<file path="src/hw/regmgr_pkg.sv">
// register manager constants
package regmgr_pkg;

   localparam int ADDR_W = 5;  // register address width.
   localparam int DATA_W = 32; // register data width.
   localparam int N_REGS = 32; // registers in each bank.

   // one write port and one queue stage per execution unit.
   // chain order is misc, alu, mem, fpu.
   localparam int N_WRITE_PORTS = 4;

   // entries still in flight that a read must see: the gather registers,
   // then the skid slots, then the stage output registers.
   localparam int N_PENDING = 3 * N_WRITE_PORTS;

   // base slot of each group in the flattened pending vectors.
   // a lower slot wins the forwarding search.
   localparam int PEND_GATHER = 0;
   localparam int PEND_SKID   = N_WRITE_PORTS;
   localparam int PEND_STAGE  = 2 * N_WRITE_PORTS;

endpackage

</file>
<file path="src/hw/write_entry_if.sv">
`timescale 1ns/1ps
// write entry link
interface write_entry_if;
   import regmgr_pkg::*;

   logic              valid;    // plain strobe, consumed in the same cycle.
   logic [ADDR_W-1:0] addr;
   logic              is_float; // selects the float bank.
   logic [DATA_W-1:0] data;

   modport src (
      output valid,
      output addr,
      output is_float,
      output data
   );

   modport dst (
      input valid,
      input addr,
      input is_float,
      input data
   );

endinterface

</file>
<file path="src/hw/write_port_gather.sv">
`timescale 1ns/1ps
// unit write port registers
module write_port_gather (
   input  logic                                             clk,
   input  logic                                             reset,
   input  logic                                             wr_en_misc,
   input  logic [regmgr_pkg::ADDR_W-1:0]                    wr_addr_misc,
   input  logic                                             wr_float_misc,
   input  logic [regmgr_pkg::DATA_W-1:0]                    wr_data_misc,
   input  logic                                             wr_en_alu,
   input  logic [regmgr_pkg::ADDR_W-1:0]                    wr_addr_alu,
   input  logic                                             wr_float_alu,
   input  logic [regmgr_pkg::DATA_W-1:0]                    wr_data_alu,
   input  logic                                             wr_en_mem,
   input  logic [regmgr_pkg::ADDR_W-1:0]                    wr_addr_mem,
   input  logic                                             wr_float_mem,
   input  logic [regmgr_pkg::DATA_W-1:0]                    wr_data_mem,
   input  logic                                             wr_en_fpu,
   input  logic [regmgr_pkg::ADDR_W-1:0]                    wr_addr_fpu,
   input  logic                                             wr_float_fpu,
   input  logic [regmgr_pkg::DATA_W-1:0]                    wr_data_fpu,
   write_entry_if.src                                       gathered [regmgr_pkg::N_WRITE_PORTS],
   output logic [regmgr_pkg::N_WRITE_PORTS-1:0]             pend_valid,
   output logic [regmgr_pkg::N_WRITE_PORTS*regmgr_pkg::ADDR_W-1:0] pend_addr,
   output logic [regmgr_pkg::N_WRITE_PORTS-1:0]             pend_float,
   output logic [regmgr_pkg::N_WRITE_PORTS*regmgr_pkg::DATA_W-1:0] pend_data
);
   import regmgr_pkg::*;

   logic [N_WRITE_PORTS-1:0] en_in;
   logic [N_WRITE_PORTS-1:0] float_in;
   logic [ADDR_W-1:0]        addr_in [N_WRITE_PORTS];
   logic [DATA_W-1:0]        data_in [N_WRITE_PORTS];
   logic [N_WRITE_PORTS-1:0] valid_q;
   logic [N_WRITE_PORTS-1:0] float_q;
   logic [ADDR_W-1:0]        addr_q [N_WRITE_PORTS];
   logic [DATA_W-1:0]        data_q [N_WRITE_PORTS];

   // index k follows the chain order, misc first.
   assign en_in    = {wr_en_fpu, wr_en_mem, wr_en_alu, wr_en_misc};
   assign float_in = {wr_float_fpu, wr_float_mem, wr_float_alu, wr_float_misc};
   assign addr_in  = '{wr_addr_misc, wr_addr_alu, wr_addr_mem, wr_addr_fpu};
   assign data_in  = '{wr_data_misc, wr_data_alu, wr_data_mem, wr_data_fpu};

   always_ff @(posedge clk) begin
      if (reset) begin
         valid_q <= '0;
      end else begin
         valid_q <= en_in;
      end
   end

   always_ff @(posedge clk) begin
      float_q <= float_in;
      addr_q  <= addr_in;
      data_q  <= data_in;
   end

   for (genvar k = 0; k < N_WRITE_PORTS; k++) begin : g_port
      assign gathered[k].valid    = valid_q[k];
      assign gathered[k].addr     = addr_q[k];
      assign gathered[k].is_float = float_q[k];
      assign gathered[k].data     = data_q[k];
      assign pend_addr[k*ADDR_W +: ADDR_W] = addr_q[k];
      assign pend_data[k*DATA_W +: DATA_W] = data_q[k];
   end

   assign pend_valid = valid_q;
   assign pend_float = float_q;

endmodule

</file>
<file path="src/hw/write_queue_stage.sv">
`timescale 1ns/1ps
// write queue merge stage
module write_queue_stage (
   input  logic                          clk,
   input  logic                          reset,
   write_entry_if.dst                    local_in,
   write_entry_if.dst                    up,
   write_entry_if.src                    down,
   output logic                          skid_valid,
   output logic [regmgr_pkg::ADDR_W-1:0] skid_addr,
   output logic                          skid_float,
   output logic [regmgr_pkg::DATA_W-1:0] skid_data,
   output logic                          overflow
);
   import regmgr_pkg::*;

   logic              out_valid;
   logic [ADDR_W-1:0] out_addr;
   logic              out_float;
   logic [DATA_W-1:0] out_data;
   logic              skid_load;
   logic              lost;

   // the local entry parks when upstream takes the output and the slot is free,
   // or when the slot drains to the output in the same cycle.
   assign skid_load = local_in.valid && (up.valid ? !skid_valid : skid_valid);
   assign lost      = local_in.valid && up.valid && skid_valid; // nowhere left to go.

   always_ff @(posedge clk) begin
      if (reset) begin
         out_valid <= 1'b0;
      end else begin
         out_valid <= up.valid || skid_valid || local_in.valid;
      end
   end

   // upstream first, then the parked entry, then the local port.
   always_ff @(posedge clk) begin
      if (up.valid) begin
         out_addr  <= up.addr;
         out_float <= up.is_float;
         out_data  <= up.data;
      end else if (skid_valid) begin
         out_addr  <= skid_addr;
         out_float <= skid_float;
         out_data  <= skid_data;
      end else begin
         out_addr  <= local_in.addr;
         out_float <= local_in.is_float;
         out_data  <= local_in.data;
      end
   end

   always_ff @(posedge clk) begin
      if (reset) begin
         skid_valid <= 1'b0;
      end else begin
         skid_valid <= skid_load || (skid_valid && up.valid); // held while upstream is busy.
      end
   end

   always_ff @(posedge clk) begin
      if (skid_load) begin
         skid_addr  <= local_in.addr;
         skid_float <= local_in.is_float;
         skid_data  <= local_in.data;
      end
   end

   always_ff @(posedge clk) begin
      if (reset) begin
         overflow <= 1'b0;
      end else if (lost) begin
         overflow <= 1'b1; // sticky until reset.
      end
   end

   assign down.valid    = out_valid;
   assign down.addr     = out_addr;
   assign down.is_float = out_float;
   assign down.data     = out_data;

endmodule

</file>
<file path="src/hw/register_banks.sv">
`timescale 1ns/1ps
// int and float register banks
module register_banks (
   input  logic                          clk,
   input  logic                          reset,
   write_entry_if.dst                    drain,
   input  logic [regmgr_pkg::ADDR_W-1:0] rs_addr,
   input  logic [regmgr_pkg::ADDR_W-1:0] rt_addr,
   output logic [regmgr_pkg::DATA_W-1:0] int_rs,
   output logic [regmgr_pkg::DATA_W-1:0] int_rt,
   output logic [regmgr_pkg::DATA_W-1:0] float_rs,
   output logic [regmgr_pkg::DATA_W-1:0] float_rt
);
   import regmgr_pkg::*;

   logic [DATA_W-1:0] int_bank [N_REGS];
   logic [DATA_W-1:0] float_bank [N_REGS];
   logic              int_we;
   logic              float_we;

   // int register 0 is hardwired, so its writes are dropped here.
   assign int_we   = drain.valid && !drain.is_float && (drain.addr != '0);
   assign float_we = drain.valid && drain.is_float;

   always_ff @(posedge clk) begin
      if (reset) begin
         for (int i = 0; i < N_REGS; i++) begin
            int_bank[i] <= '0;
         end
      end else if (int_we) begin
         int_bank[drain.addr] <= drain.data;
      end
   end

   always_ff @(posedge clk) begin
      if (reset) begin
         for (int i = 0; i < N_REGS; i++) begin
            float_bank[i] <= '0;
         end
      end else if (float_we) begin
         float_bank[drain.addr] <= drain.data;
      end
   end

   // asynchronous reads, the address is already registered by the reader.
   assign int_rs   = int_bank[rs_addr];
   assign int_rt   = int_bank[rt_addr];
   assign float_rs = float_bank[rs_addr];
   assign float_rt = float_bank[rt_addr];

endmodule

</file>
<file path="src/hw/operand_read.sv">
`timescale 1ns/1ps
// operand read port with forwarding
module operand_read (
   input  logic                                              clk,
   input  logic                                              reset,
   input  logic [regmgr_pkg::ADDR_W-1:0]                     addr,
   input  logic                                              is_float,
   output logic [regmgr_pkg::ADDR_W-1:0]                     addr_q,
   input  logic [regmgr_pkg::N_PENDING-1:0]                  pend_valid,
   input  logic [regmgr_pkg::N_PENDING*regmgr_pkg::ADDR_W-1:0] pend_addr,
   input  logic [regmgr_pkg::N_PENDING-1:0]                  pend_float,
   input  logic [regmgr_pkg::N_PENDING*regmgr_pkg::DATA_W-1:0] pend_data,
   input  logic [regmgr_pkg::DATA_W-1:0]                     bank_int,
   input  logic [regmgr_pkg::DATA_W-1:0]                     bank_float,
   output logic [regmgr_pkg::DATA_W-1:0]                     data
);
   import regmgr_pkg::*;

   logic              float_q;
   logic              found;
   logic [DATA_W-1:0] hit_data;
   logic              is_zero_reg;

   // after reset this selects int register 0, so data reads zero.
   always_ff @(posedge clk) begin
      if (reset) begin
         addr_q  <= '0;
         float_q <= 1'b0;
      end else begin
         addr_q  <= addr;
         float_q <= is_float;
      end
   end

   // the lowest matching slot wins, which gives gather, skid, stage order.
   always_comb begin
      found    = 1'b0;
      hit_data = '0;
      for (int i = 0; i < N_PENDING; i++) begin
         if (!found && pend_valid[i] &&
             (pend_addr[i*ADDR_W +: ADDR_W] == addr_q) &&
             (pend_float[i] == float_q)) begin
            found    = 1'b1;
            hit_data = pend_data[i*DATA_W +: DATA_W];
         end
      end
   end

   assign is_zero_reg = !float_q && (addr_q == '0);

   always_comb begin
      if (is_zero_reg) begin
         data = '0; // a pending write to int register 0 must not leak through.
      end else if (found) begin
         data = hit_data;
      end else if (float_q) begin
         data = bank_float;
      end else begin
         data = bank_int;
      end
   end

endmodule

</file>
<file path="src/hw/register_manager.sv">
`timescale 1ns/1ps
// register manager top
module register_manager (
   input  logic                          clk,
   input  logic                          reset,
   input  logic [regmgr_pkg::ADDR_W-1:0] rs_addr,
   input  logic [regmgr_pkg::ADDR_W-1:0] rt_addr,
   input  logic                          rs_float,
   input  logic                          rt_float,
   output logic [regmgr_pkg::DATA_W-1:0] rs_data,
   output logic [regmgr_pkg::DATA_W-1:0] rt_data,
   input  logic                          wr_en_misc,
   input  logic [regmgr_pkg::ADDR_W-1:0] wr_addr_misc,
   input  logic                          wr_float_misc,
   input  logic [regmgr_pkg::DATA_W-1:0] wr_data_misc,
   input  logic                          wr_en_alu,
   input  logic [regmgr_pkg::ADDR_W-1:0] wr_addr_alu,
   input  logic                          wr_float_alu,
   input  logic [regmgr_pkg::DATA_W-1:0] wr_data_alu,
   input  logic                          wr_en_mem,
   input  logic [regmgr_pkg::ADDR_W-1:0] wr_addr_mem,
   input  logic                          wr_float_mem,
   input  logic [regmgr_pkg::DATA_W-1:0] wr_data_mem,
   input  logic                          wr_en_fpu,
   input  logic [regmgr_pkg::ADDR_W-1:0] wr_addr_fpu,
   input  logic                          wr_float_fpu,
   input  logic [regmgr_pkg::DATA_W-1:0] wr_data_fpu,
   output logic                          write_overflow
);
   import regmgr_pkg::*;

   write_entry_if gathered [N_WRITE_PORTS] ();
   write_entry_if link [N_WRITE_PORTS+1] ();

   logic [N_PENDING-1:0]        pend_valid;
   logic [N_PENDING*ADDR_W-1:0] pend_addr;
   logic [N_PENDING-1:0]        pend_float;
   logic [N_PENDING*DATA_W-1:0] pend_data;
   logic [N_WRITE_PORTS-1:0]    stage_overflow;
   logic [ADDR_W-1:0]           rs_addr_q, rt_addr_q;
   logic [DATA_W-1:0]           int_rs, int_rt, float_rs, float_rt;

   write_port_gather i_write_port_gather (
      .clk(clk), .reset(reset),
      .wr_en_misc(wr_en_misc), .wr_addr_misc(wr_addr_misc),
      .wr_float_misc(wr_float_misc), .wr_data_misc(wr_data_misc),
      .wr_en_alu(wr_en_alu), .wr_addr_alu(wr_addr_alu),
      .wr_float_alu(wr_float_alu), .wr_data_alu(wr_data_alu),
      .wr_en_mem(wr_en_mem), .wr_addr_mem(wr_addr_mem),
      .wr_float_mem(wr_float_mem), .wr_data_mem(wr_data_mem),
      .wr_en_fpu(wr_en_fpu), .wr_addr_fpu(wr_addr_fpu),
      .wr_float_fpu(wr_float_fpu), .wr_data_fpu(wr_data_fpu),
      .gathered(gathered),
      .pend_valid(pend_valid[PEND_GATHER +: N_WRITE_PORTS]),
      .pend_addr(pend_addr[PEND_GATHER*ADDR_W +: N_WRITE_PORTS*ADDR_W]),
      .pend_float(pend_float[PEND_GATHER +: N_WRITE_PORTS]),
      .pend_data(pend_data[PEND_GATHER*DATA_W +: N_WRITE_PORTS*DATA_W])
   );

   // nothing enters above the first stage.
   assign link[0].valid    = 1'b0;
   assign link[0].addr     = '0;
   assign link[0].is_float = 1'b0;
   assign link[0].data     = '0;

   for (genvar k = 0; k < N_WRITE_PORTS; k++) begin : g_stage
      write_queue_stage i_write_queue_stage (
         .clk(clk), .reset(reset),
         .local_in(gathered[k]), .up(link[k]), .down(link[k+1]),
         .skid_valid(pend_valid[PEND_SKID+k]),
         .skid_addr(pend_addr[(PEND_SKID+k)*ADDR_W +: ADDR_W]),
         .skid_float(pend_float[PEND_SKID+k]),
         .skid_data(pend_data[(PEND_SKID+k)*DATA_W +: DATA_W]),
         .overflow(stage_overflow[k])
      );
      assign pend_valid[PEND_STAGE+k]                    = link[k+1].valid;
      assign pend_addr[(PEND_STAGE+k)*ADDR_W +: ADDR_W]  = link[k+1].addr;
      assign pend_float[PEND_STAGE+k]                    = link[k+1].is_float;
      assign pend_data[(PEND_STAGE+k)*DATA_W +: DATA_W]  = link[k+1].data;
   end

   register_banks i_register_banks (
      .clk(clk), .reset(reset), .drain(link[N_WRITE_PORTS]),
      .rs_addr(rs_addr_q), .rt_addr(rt_addr_q),
      .int_rs(int_rs), .int_rt(int_rt), .float_rs(float_rs), .float_rt(float_rt)
   );

   operand_read i_operand_read_rs (
      .clk(clk), .reset(reset), .addr(rs_addr), .is_float(rs_float), .addr_q(rs_addr_q),
      .pend_valid(pend_valid), .pend_addr(pend_addr),
      .pend_float(pend_float), .pend_data(pend_data),
      .bank_int(int_rs), .bank_float(float_rs), .data(rs_data)
   );

   operand_read i_operand_read_rt (
      .clk(clk), .reset(reset), .addr(rt_addr), .is_float(rt_float), .addr_q(rt_addr_q),
      .pend_valid(pend_valid), .pend_addr(pend_addr),
      .pend_float(pend_float), .pend_data(pend_data),
      .bank_int(int_rt), .bank_float(float_rt), .data(rt_data)
   );

   assign write_overflow = |stage_overflow; // each stage flag is already sticky.

endmodule

</file>
<file path="config.mk">
export PLATFORM = sky130hd
export DESIGN_NAME = register_manager
export DESIGN_NICKNAME = d
export VERILOG_FILES = /design/src/hw/regmgr_pkg.sv /design/src/hw/write_entry_if.sv /design/src/hw/write_port_gather.sv /design/src/hw/write_queue_stage.sv /design/src/hw/register_banks.sv /design/src/hw/operand_read.sv /design/src/hw/register_manager.sv
export SDC_FILE = /design/constraint.sdc
export NUM_CORES = 2
export LEC_CHECK = 0
export BUFFER_PORTS_ARGS = -buffer_cell sky130_fd_sc_hd__clkbuf_2
export CAP_MARGIN = 20
export CORE_MARGIN = 2
export CORE_UTILIZATION = 56
export CTS_CLUSTER_DIAMETER = 100
export DETAILED_ROUTE_END_ITERATION = 16
export PLACE_DENSITY_LB_ADDON = 0.3
export SLEW_MARGIN = 20
export SYNTH_ARGS = -nofsm -noshare
export SYNTH_HDL_FRONTEND = slang
export SYNTH_SLANG_ARGS = --single-unit
export TNS_END_PERCENT = 1
</file>
<file path="constraint.sdc">
create_clock -name clk -period 4.27 [get_ports clk]
set_input_delay 0.6405 -clock clk [delete_from_list [all_inputs] [get_ports clk]]
set_output_delay 0.6405 -clock clk [all_outputs]
set_load 0.05 [all_outputs]
</file>
---- Word level (Yosys, flattened, before mapping) ----
Memories as Yosys holds them, arrays and structs flattened. A register that Yosys moved wholly into a read port is not among the register bits.
Index checks and enable logic that the tools add are counted.
word-level totals
  logic and storage cells ................. 327
  bits in registers ....................... 483
  input bits .............................. 170
  RAM bits ................................ 2,048
  memories ................................ 2
  output and inout bits ................... 65
operators by class
  eq/ne operators ......................... 48
  reductions and logical operators ........ 132
  muxes and demuxes ....................... 96
memories
  name                         words  width  read ports  clocked after memory_dff  wr ports  line                  text
  i_register_banks.float_bank  32     32     2           2                         32        register_banks.sv:17  logic [DATA_W-1:0] float_bank [N_REGS];
  i_register_banks.int_bank    32     32     2           2                         32        register_banks.sv:16  logic [DATA_W-1:0] int_bank [N_REGS];
operators by type and width
  cell                 count
  two-way mux 32 bit   39
  equality test 5 bit  24
  logical AND 1 bit    88
  two-way mux 5 bit    13
  OR reduction 32 bit  2
  two-way mux 1 bit    44
  logical NOT 1 bit    28
  equality test 1 bit  24
  logical NOT 5 bit    2
  logical OR 1 bit     10
  nonzero test 5 bit   1
  OR reduction 3 bit   1

---- Longest topological paths before layout ----
  depth after elaboration ................. 61
  depth in mapped cells ................... 15
  gate-level depth less buffers ........... 9

---- Modules after synthesis ----
From an unflattened synthesis, not the netlist that was laid out.
second synthesis, totals
  cells, all modules ...................... 10,044
  area total of the unflattened synthesis .. 134,301.3 um^2
modules (own cells, without submodules)
  module             sequential area each (um^2)  cells each  area an instance (um^2)  times used
  register_banks     61,499.0                     7,174       107,632.0                1
  write_queue_stage  1,961.9                      218         2,899.0                  4
  operand_read       120.1                        840         5,371.4                  2
  write_port_gather  3,123.0                      316         4,319.1                  1
  register_manager   0.0                          2           11.3                     1

---- Worst setup path before layout ----
OpenSTA, ideal clock, no wires.
  kind .................................... register to output
  start point ............................. reg i_operand_read_rs.addr_q[0] in the netlist's numbering
  end point ............................... out rs_data[18] in the netlist's numbering
  setup slack ............................. -0.633 ns
  arrival time ............................ 4.263 ns
  cell stages (with the launch flop) ...... 12
  path buffers ............................ 8
  cells stage by stage .................... dfxtp_1 -> buf_4 -> buf_2 -> buf_4 -> buf_2 -> buf_2 -> buf_2 -> nor4_1 -> and2_1 -> clkbuf_1 -> clkbuf_1 -> o311ai_0
on the way
  word-level cells in the longest chain between the ends .. 61
RTL lines
  what                                                     line                    text
  start, declared                                          operand_read.sv:8       output logic [regmgr_pkg::ADDR_W-1:0] addr_q,
  start signal, assigned                                   operand_read.sv:30      addr_q <= addr;
  equality test 5 bit                                      operand_read.sv:41      (pend_addr[i*ADDR_W +: ADDR_W] == addr_q) &&
  logical AND 1 bit                                        operand_read.sv:40      if (!found && pend_valid[i] &&
  logical AND 1 bit                                        operand_read.sv:41
  two-way mux 1 bit                                        operand_read.sv:40
  logical NOT 1 bit                                        operand_read.sv:40
  logical AND 1 bit (2 in a row)                           operand_read.sv:40
  logical AND 1 bit                                        operand_read.sv:41
  two-way mux 1 bit                                        operand_read.sv:40
  [... 43 more ...]                                        n/a
  logical AND 1 bit                                        operand_read.sv:41
  two-way mux 1 bit                                        operand_read.sv:40
  logical NOT 1 bit                                        operand_read.sv:40
  logical AND 1 bit (2 in a row)                           operand_read.sv:40
  logical AND 1 bit                                        operand_read.sv:41
  two-way mux 32 bit or two-way mux 1 bit (tied branches)  operand_read.sv:40
  two-way mux 32 bit                                       operand_read.sv:54      end else if (found) begin
  two-way mux 32 bit *                                     operand_read.sv:52      if (is_zero_reg) begin
  end, declared                                            register_manager.sv:10  output logic [regmgr_pkg::DATA_W-1:0] rs_data,
Every way passes the cells marked *; elsewhere a longest branch is shown, timed or not.

---- Worst setup path after layout ----
  start point ............................. reg i_operand_read_rs.addr_q[1] in the netlist's numbering
  end point ............................... out rs_data[4] in the netlist's numbering
Same word-level chain as after synthesis.

==> results.md <==
* Status: finished, violations left
* Failing checks: setup timing
* Largest family of logic cells by synthesized area: multiplexers
* Hold Crit Class: in -> reg
* Synth Area in Adders at 0.0574%
* IO Pins at roughly 240
* Post-Synth XOR/XNOR Area at less than 1%
* Final worst-path cycle share at 123%
* Drt first pass iters at 9
* Port-buffer cells at ~230
* Initial DRC Count at 16900
* Post-synth ARST share at 0%
* H-tree level count at 5
* Synth Flop Type: edfxtp_1
* Worst EP arrival at 4.60 ns
* Height of the chip at a little under 500 um
* Nets at about 9800
* Cell family with most CP delay: buffers and inverters
* Max Cap Violations at 0
* Slowest CP cell: mux4_2
* Wirelength per Cell at 42.2 um
* Number of synthesized flops with an enable pin at 2200
* First-pass GRT wire length at 745 mm
* Mux contribution to synthesized area at 23.4%
* Final Hold Viols at 0
* Core area at 232000 um2
* Lkg Pwr at 56.4 nW
* Worst hold margin at 0.301 ns
* Simple-gate area share of the yosys netlist at 12.7%
* WL final at 546 mm
* Num rows at 177
* Commonest cells post-synth: edfxtp_1 (2200), and2_1 (2027), mux4_2 (1258)
* Slowest stage delay, CP at ~0.65 ns
* Placement Setup Slack at -0.374 ns
* Max Fclk at about 190 MHz
* Gate Count Post-Synth at 8782
* CP max FO at 25
* Slew HR at between 10% and 20%
* Chip width at 487 um
* P&R area growth vs syn at 20.4%
* Final setup violation count at 64
* Pin count of the biggest net entering global routing at 66
* Initial antenna violation count at 60
* TritonCTS buffer count at 294
* TritonCTS clock tree: done
* Post-synthesis sequential area ratio at 55.6%
* Most numerous cell in the Yosys netlist: edfxtp_1
* Share of the synthesized area in the top cell type at 50.5%
* Worst-path clk slew at 0.06 ns
* Required time of the critical path at around 3.6 ns
* Mapped Area at 131000 um2
* Top area cells in the synthesized netlist: edfxtp_1 (51%), mux4_2 (22%), and2_1 (9.7%), dfxtp_1 (5.1%), clkbuf_1 (2.0%)
* Post-synthesis compound-gate area fraction at 4.31%
* Via count at 94500
* Die ar. at 237000 um2
* Worst Path Buf+Inv at 6
* Root Driver: clkbuf_16
* Syn_area_per_cell at between 10 and 15 um2
* Fin util at 67.8%
* CTS sink cnt at 2531
* Synth area leader: edfxtp_1
* Drt via density at 7.31
* Post-route ant nets at 0
* Critical path type: reg -> out
* Crit-path cells: buf_16, buf_16, buf_16, mux4_2, mux4_2, a22oi_2, o211ai_1, o21ai_1, buf_4, a31oi_1, buf_4, buf_6
* Starting Density at 56.3%
* Syn. warnings at 0
* Total track usage at 45.9%
* CP dominant cell by count: buf_16
* Maximum VDD drop at 0.481 mV
* Grt ovf at 0
* Layout cells sized above 1 at 34.8%
* PwrDens at 398 nW/um2
* Clock Latency Late Sink at 1.00 ns
* RSZ-0062 raised after global routing: yes
* Final Slew Violations at 0
* DP Wirelength at about 350 mm
* RD Place Congestion at 1.05
* Final worst slack at -0.970 ns
* Worst setup SP type: flop
* Fillcell total at 15400
* Clock Path Buffers at 4
* Slew @ Worst Pin at 1.22 ns
* Count of state elements after synthesis at between 2000 and 3000
* Vias in the first global route at 93000
* Synth cell types at 79
* Final min period at ~5.2 ns
* Worst setup EP type: output pin
* Clock Skew at 0.0529 ns
* DRC viols at 0
layout make-up:
class | count | area (um2) | area share [%]
sequential | 2531 | 72800 | 46.2
multi-input combinational | 5336 | 56200 | 35.7
timing repair buffer | 1469 | 15600 | 9.91
clock buffer | 372 | 7990 | 5.07
tap | 3043 | 3810 | 2.42
clock inverter | 123 | 877 | 0.557
inverter | 21 | 86.3 | 0.0548
antenna | 25 | 62.6 | 0.0397
per-stage QoR:
stage | area [um2] | setup TNS [ns] | power, mW | std cells
3_5_place_dp | 142000 | -6.27 | 37.5 | 12100
4_1_cts | 156000 | -52.48 | 61.7 | 12800
3_3_place_gp | 142000 | -6.38 | 37.4 | 12100
2_1_floorplan | 131000 | -1.37 | 33.0 | 8813
6_report | 157000 | -54.18 | 62.6 | 12900
5_1_grt | 157000 | -54.47 | 63.5 | 12900
where the power goes:
| group | total [mW] | leakage, nW | internal [mW] | switching (mW) |
|---|---|---|---|---|
| clock network | 24.2 | 4.36 | 13.8 | 10.3 |
| registers | 28.7 | 25.3 | 27.8 | 0.884 |
| logic | 9.74 | 26.7 | 3.91 | 5.83 |
state kept, by name (all words and copies together) (netlist names):
name	cells
i_operand_read_rs.float_q	1
g_stage.i_write_queue_stage.skid_addr	20
i_write_port_gather.pend_float	4
i_register_banks.int_bank	1024
g_stage.i_write_queue_stage.down.valid	4
i_write_port_gather.pend_valid	4
i_operand_read_rt.float_q	1
g_stage.i_write_queue_stage.skid_valid	4
g_stage.i_write_queue_stage.overflow	3
i_operand_read_rs.addr_q	5
g_stage.i_write_queue_stage.down.is_float	4
i_operand_read_rt.addr_q	5
i_write_port_gather.gathered.data	128
g_stage.i_write_queue_stage.skid_float	4
g_stage.i_write_queue_stage.down.data	128
g_stage.i_write_queue_stage.skid_data	128
g_stage.i_write_queue_stage.down.addr	20
i_write_port_gather.gathered.addr	20
i_register_banks.float_bank	1024
what timing repair did:
action,in CTS,in global routing
hold endpoints to repair,168,0
setup buffers,58,84
resized for setup,361,209
gates cloned,26,10
setup endpoints to repair,64,64
pin swaps,65,76
hold buffers,168,0
placed cells by master, fill, tap and decap left out, drive strengths merged, types with 33 or more instances in the layout:
cell and instances:
nand3 53, dlygate4sd3 168, nor3 45, a221o 33
a22oi 125, o211ai 33, buf 1107, o21ai 192
edfxtp 2200, xor2 54, o22ai 37, clkinv 100
mux2 48, a221oi 46, or2 68, nand4 41
xnor2 90, nor2 174, mux4 1258, nor2b 45
dfxtp 331, mux2i 172, a211oi 46, a21oi 122
a31oi 47, and2 2027, clkbuf 559, nand2 317
path summary, 6_finish.rpt:
check / from / end / slack [ns] / depth (start not counted)
max: i_operand_read_rs.addr_q[1] / rs_data[4] / -0.97 / 12
min: wr_addr_mem[4] / i_write_port_gather.gathered[2].addr[4] / 0.30 / 2
max reg2reg: g_stage[3].i_write_queue_stage.down.addr[2] / i_register_banks.float_bank[5][4] / 1.17 / 5
min reg2reg: g_stage[1].i_write_queue_stage.overflow / g_stage[1].i_write_queue_stage.overflow / 0.48 / 2
routing by layer:
layer	part of all wire (%)	up-vias	track usage, %
met5	0.10	-	0.531
li1	-	35600	-
met1	32	47400	55.9
met2	43	9218	65.4
met3	17	2208	19.6
met4	9.0	52	33.0
logic make-up after synthesis:
group           count (synthesis)
buf+inv                       946
fa+ha+maj                       6
simple gates                 2855
xor+xnor                      144
mux                          1478
other cells                     1
flops                        2531
compound gates                821
Note: power is estimated with default switching activity, not from simulation.
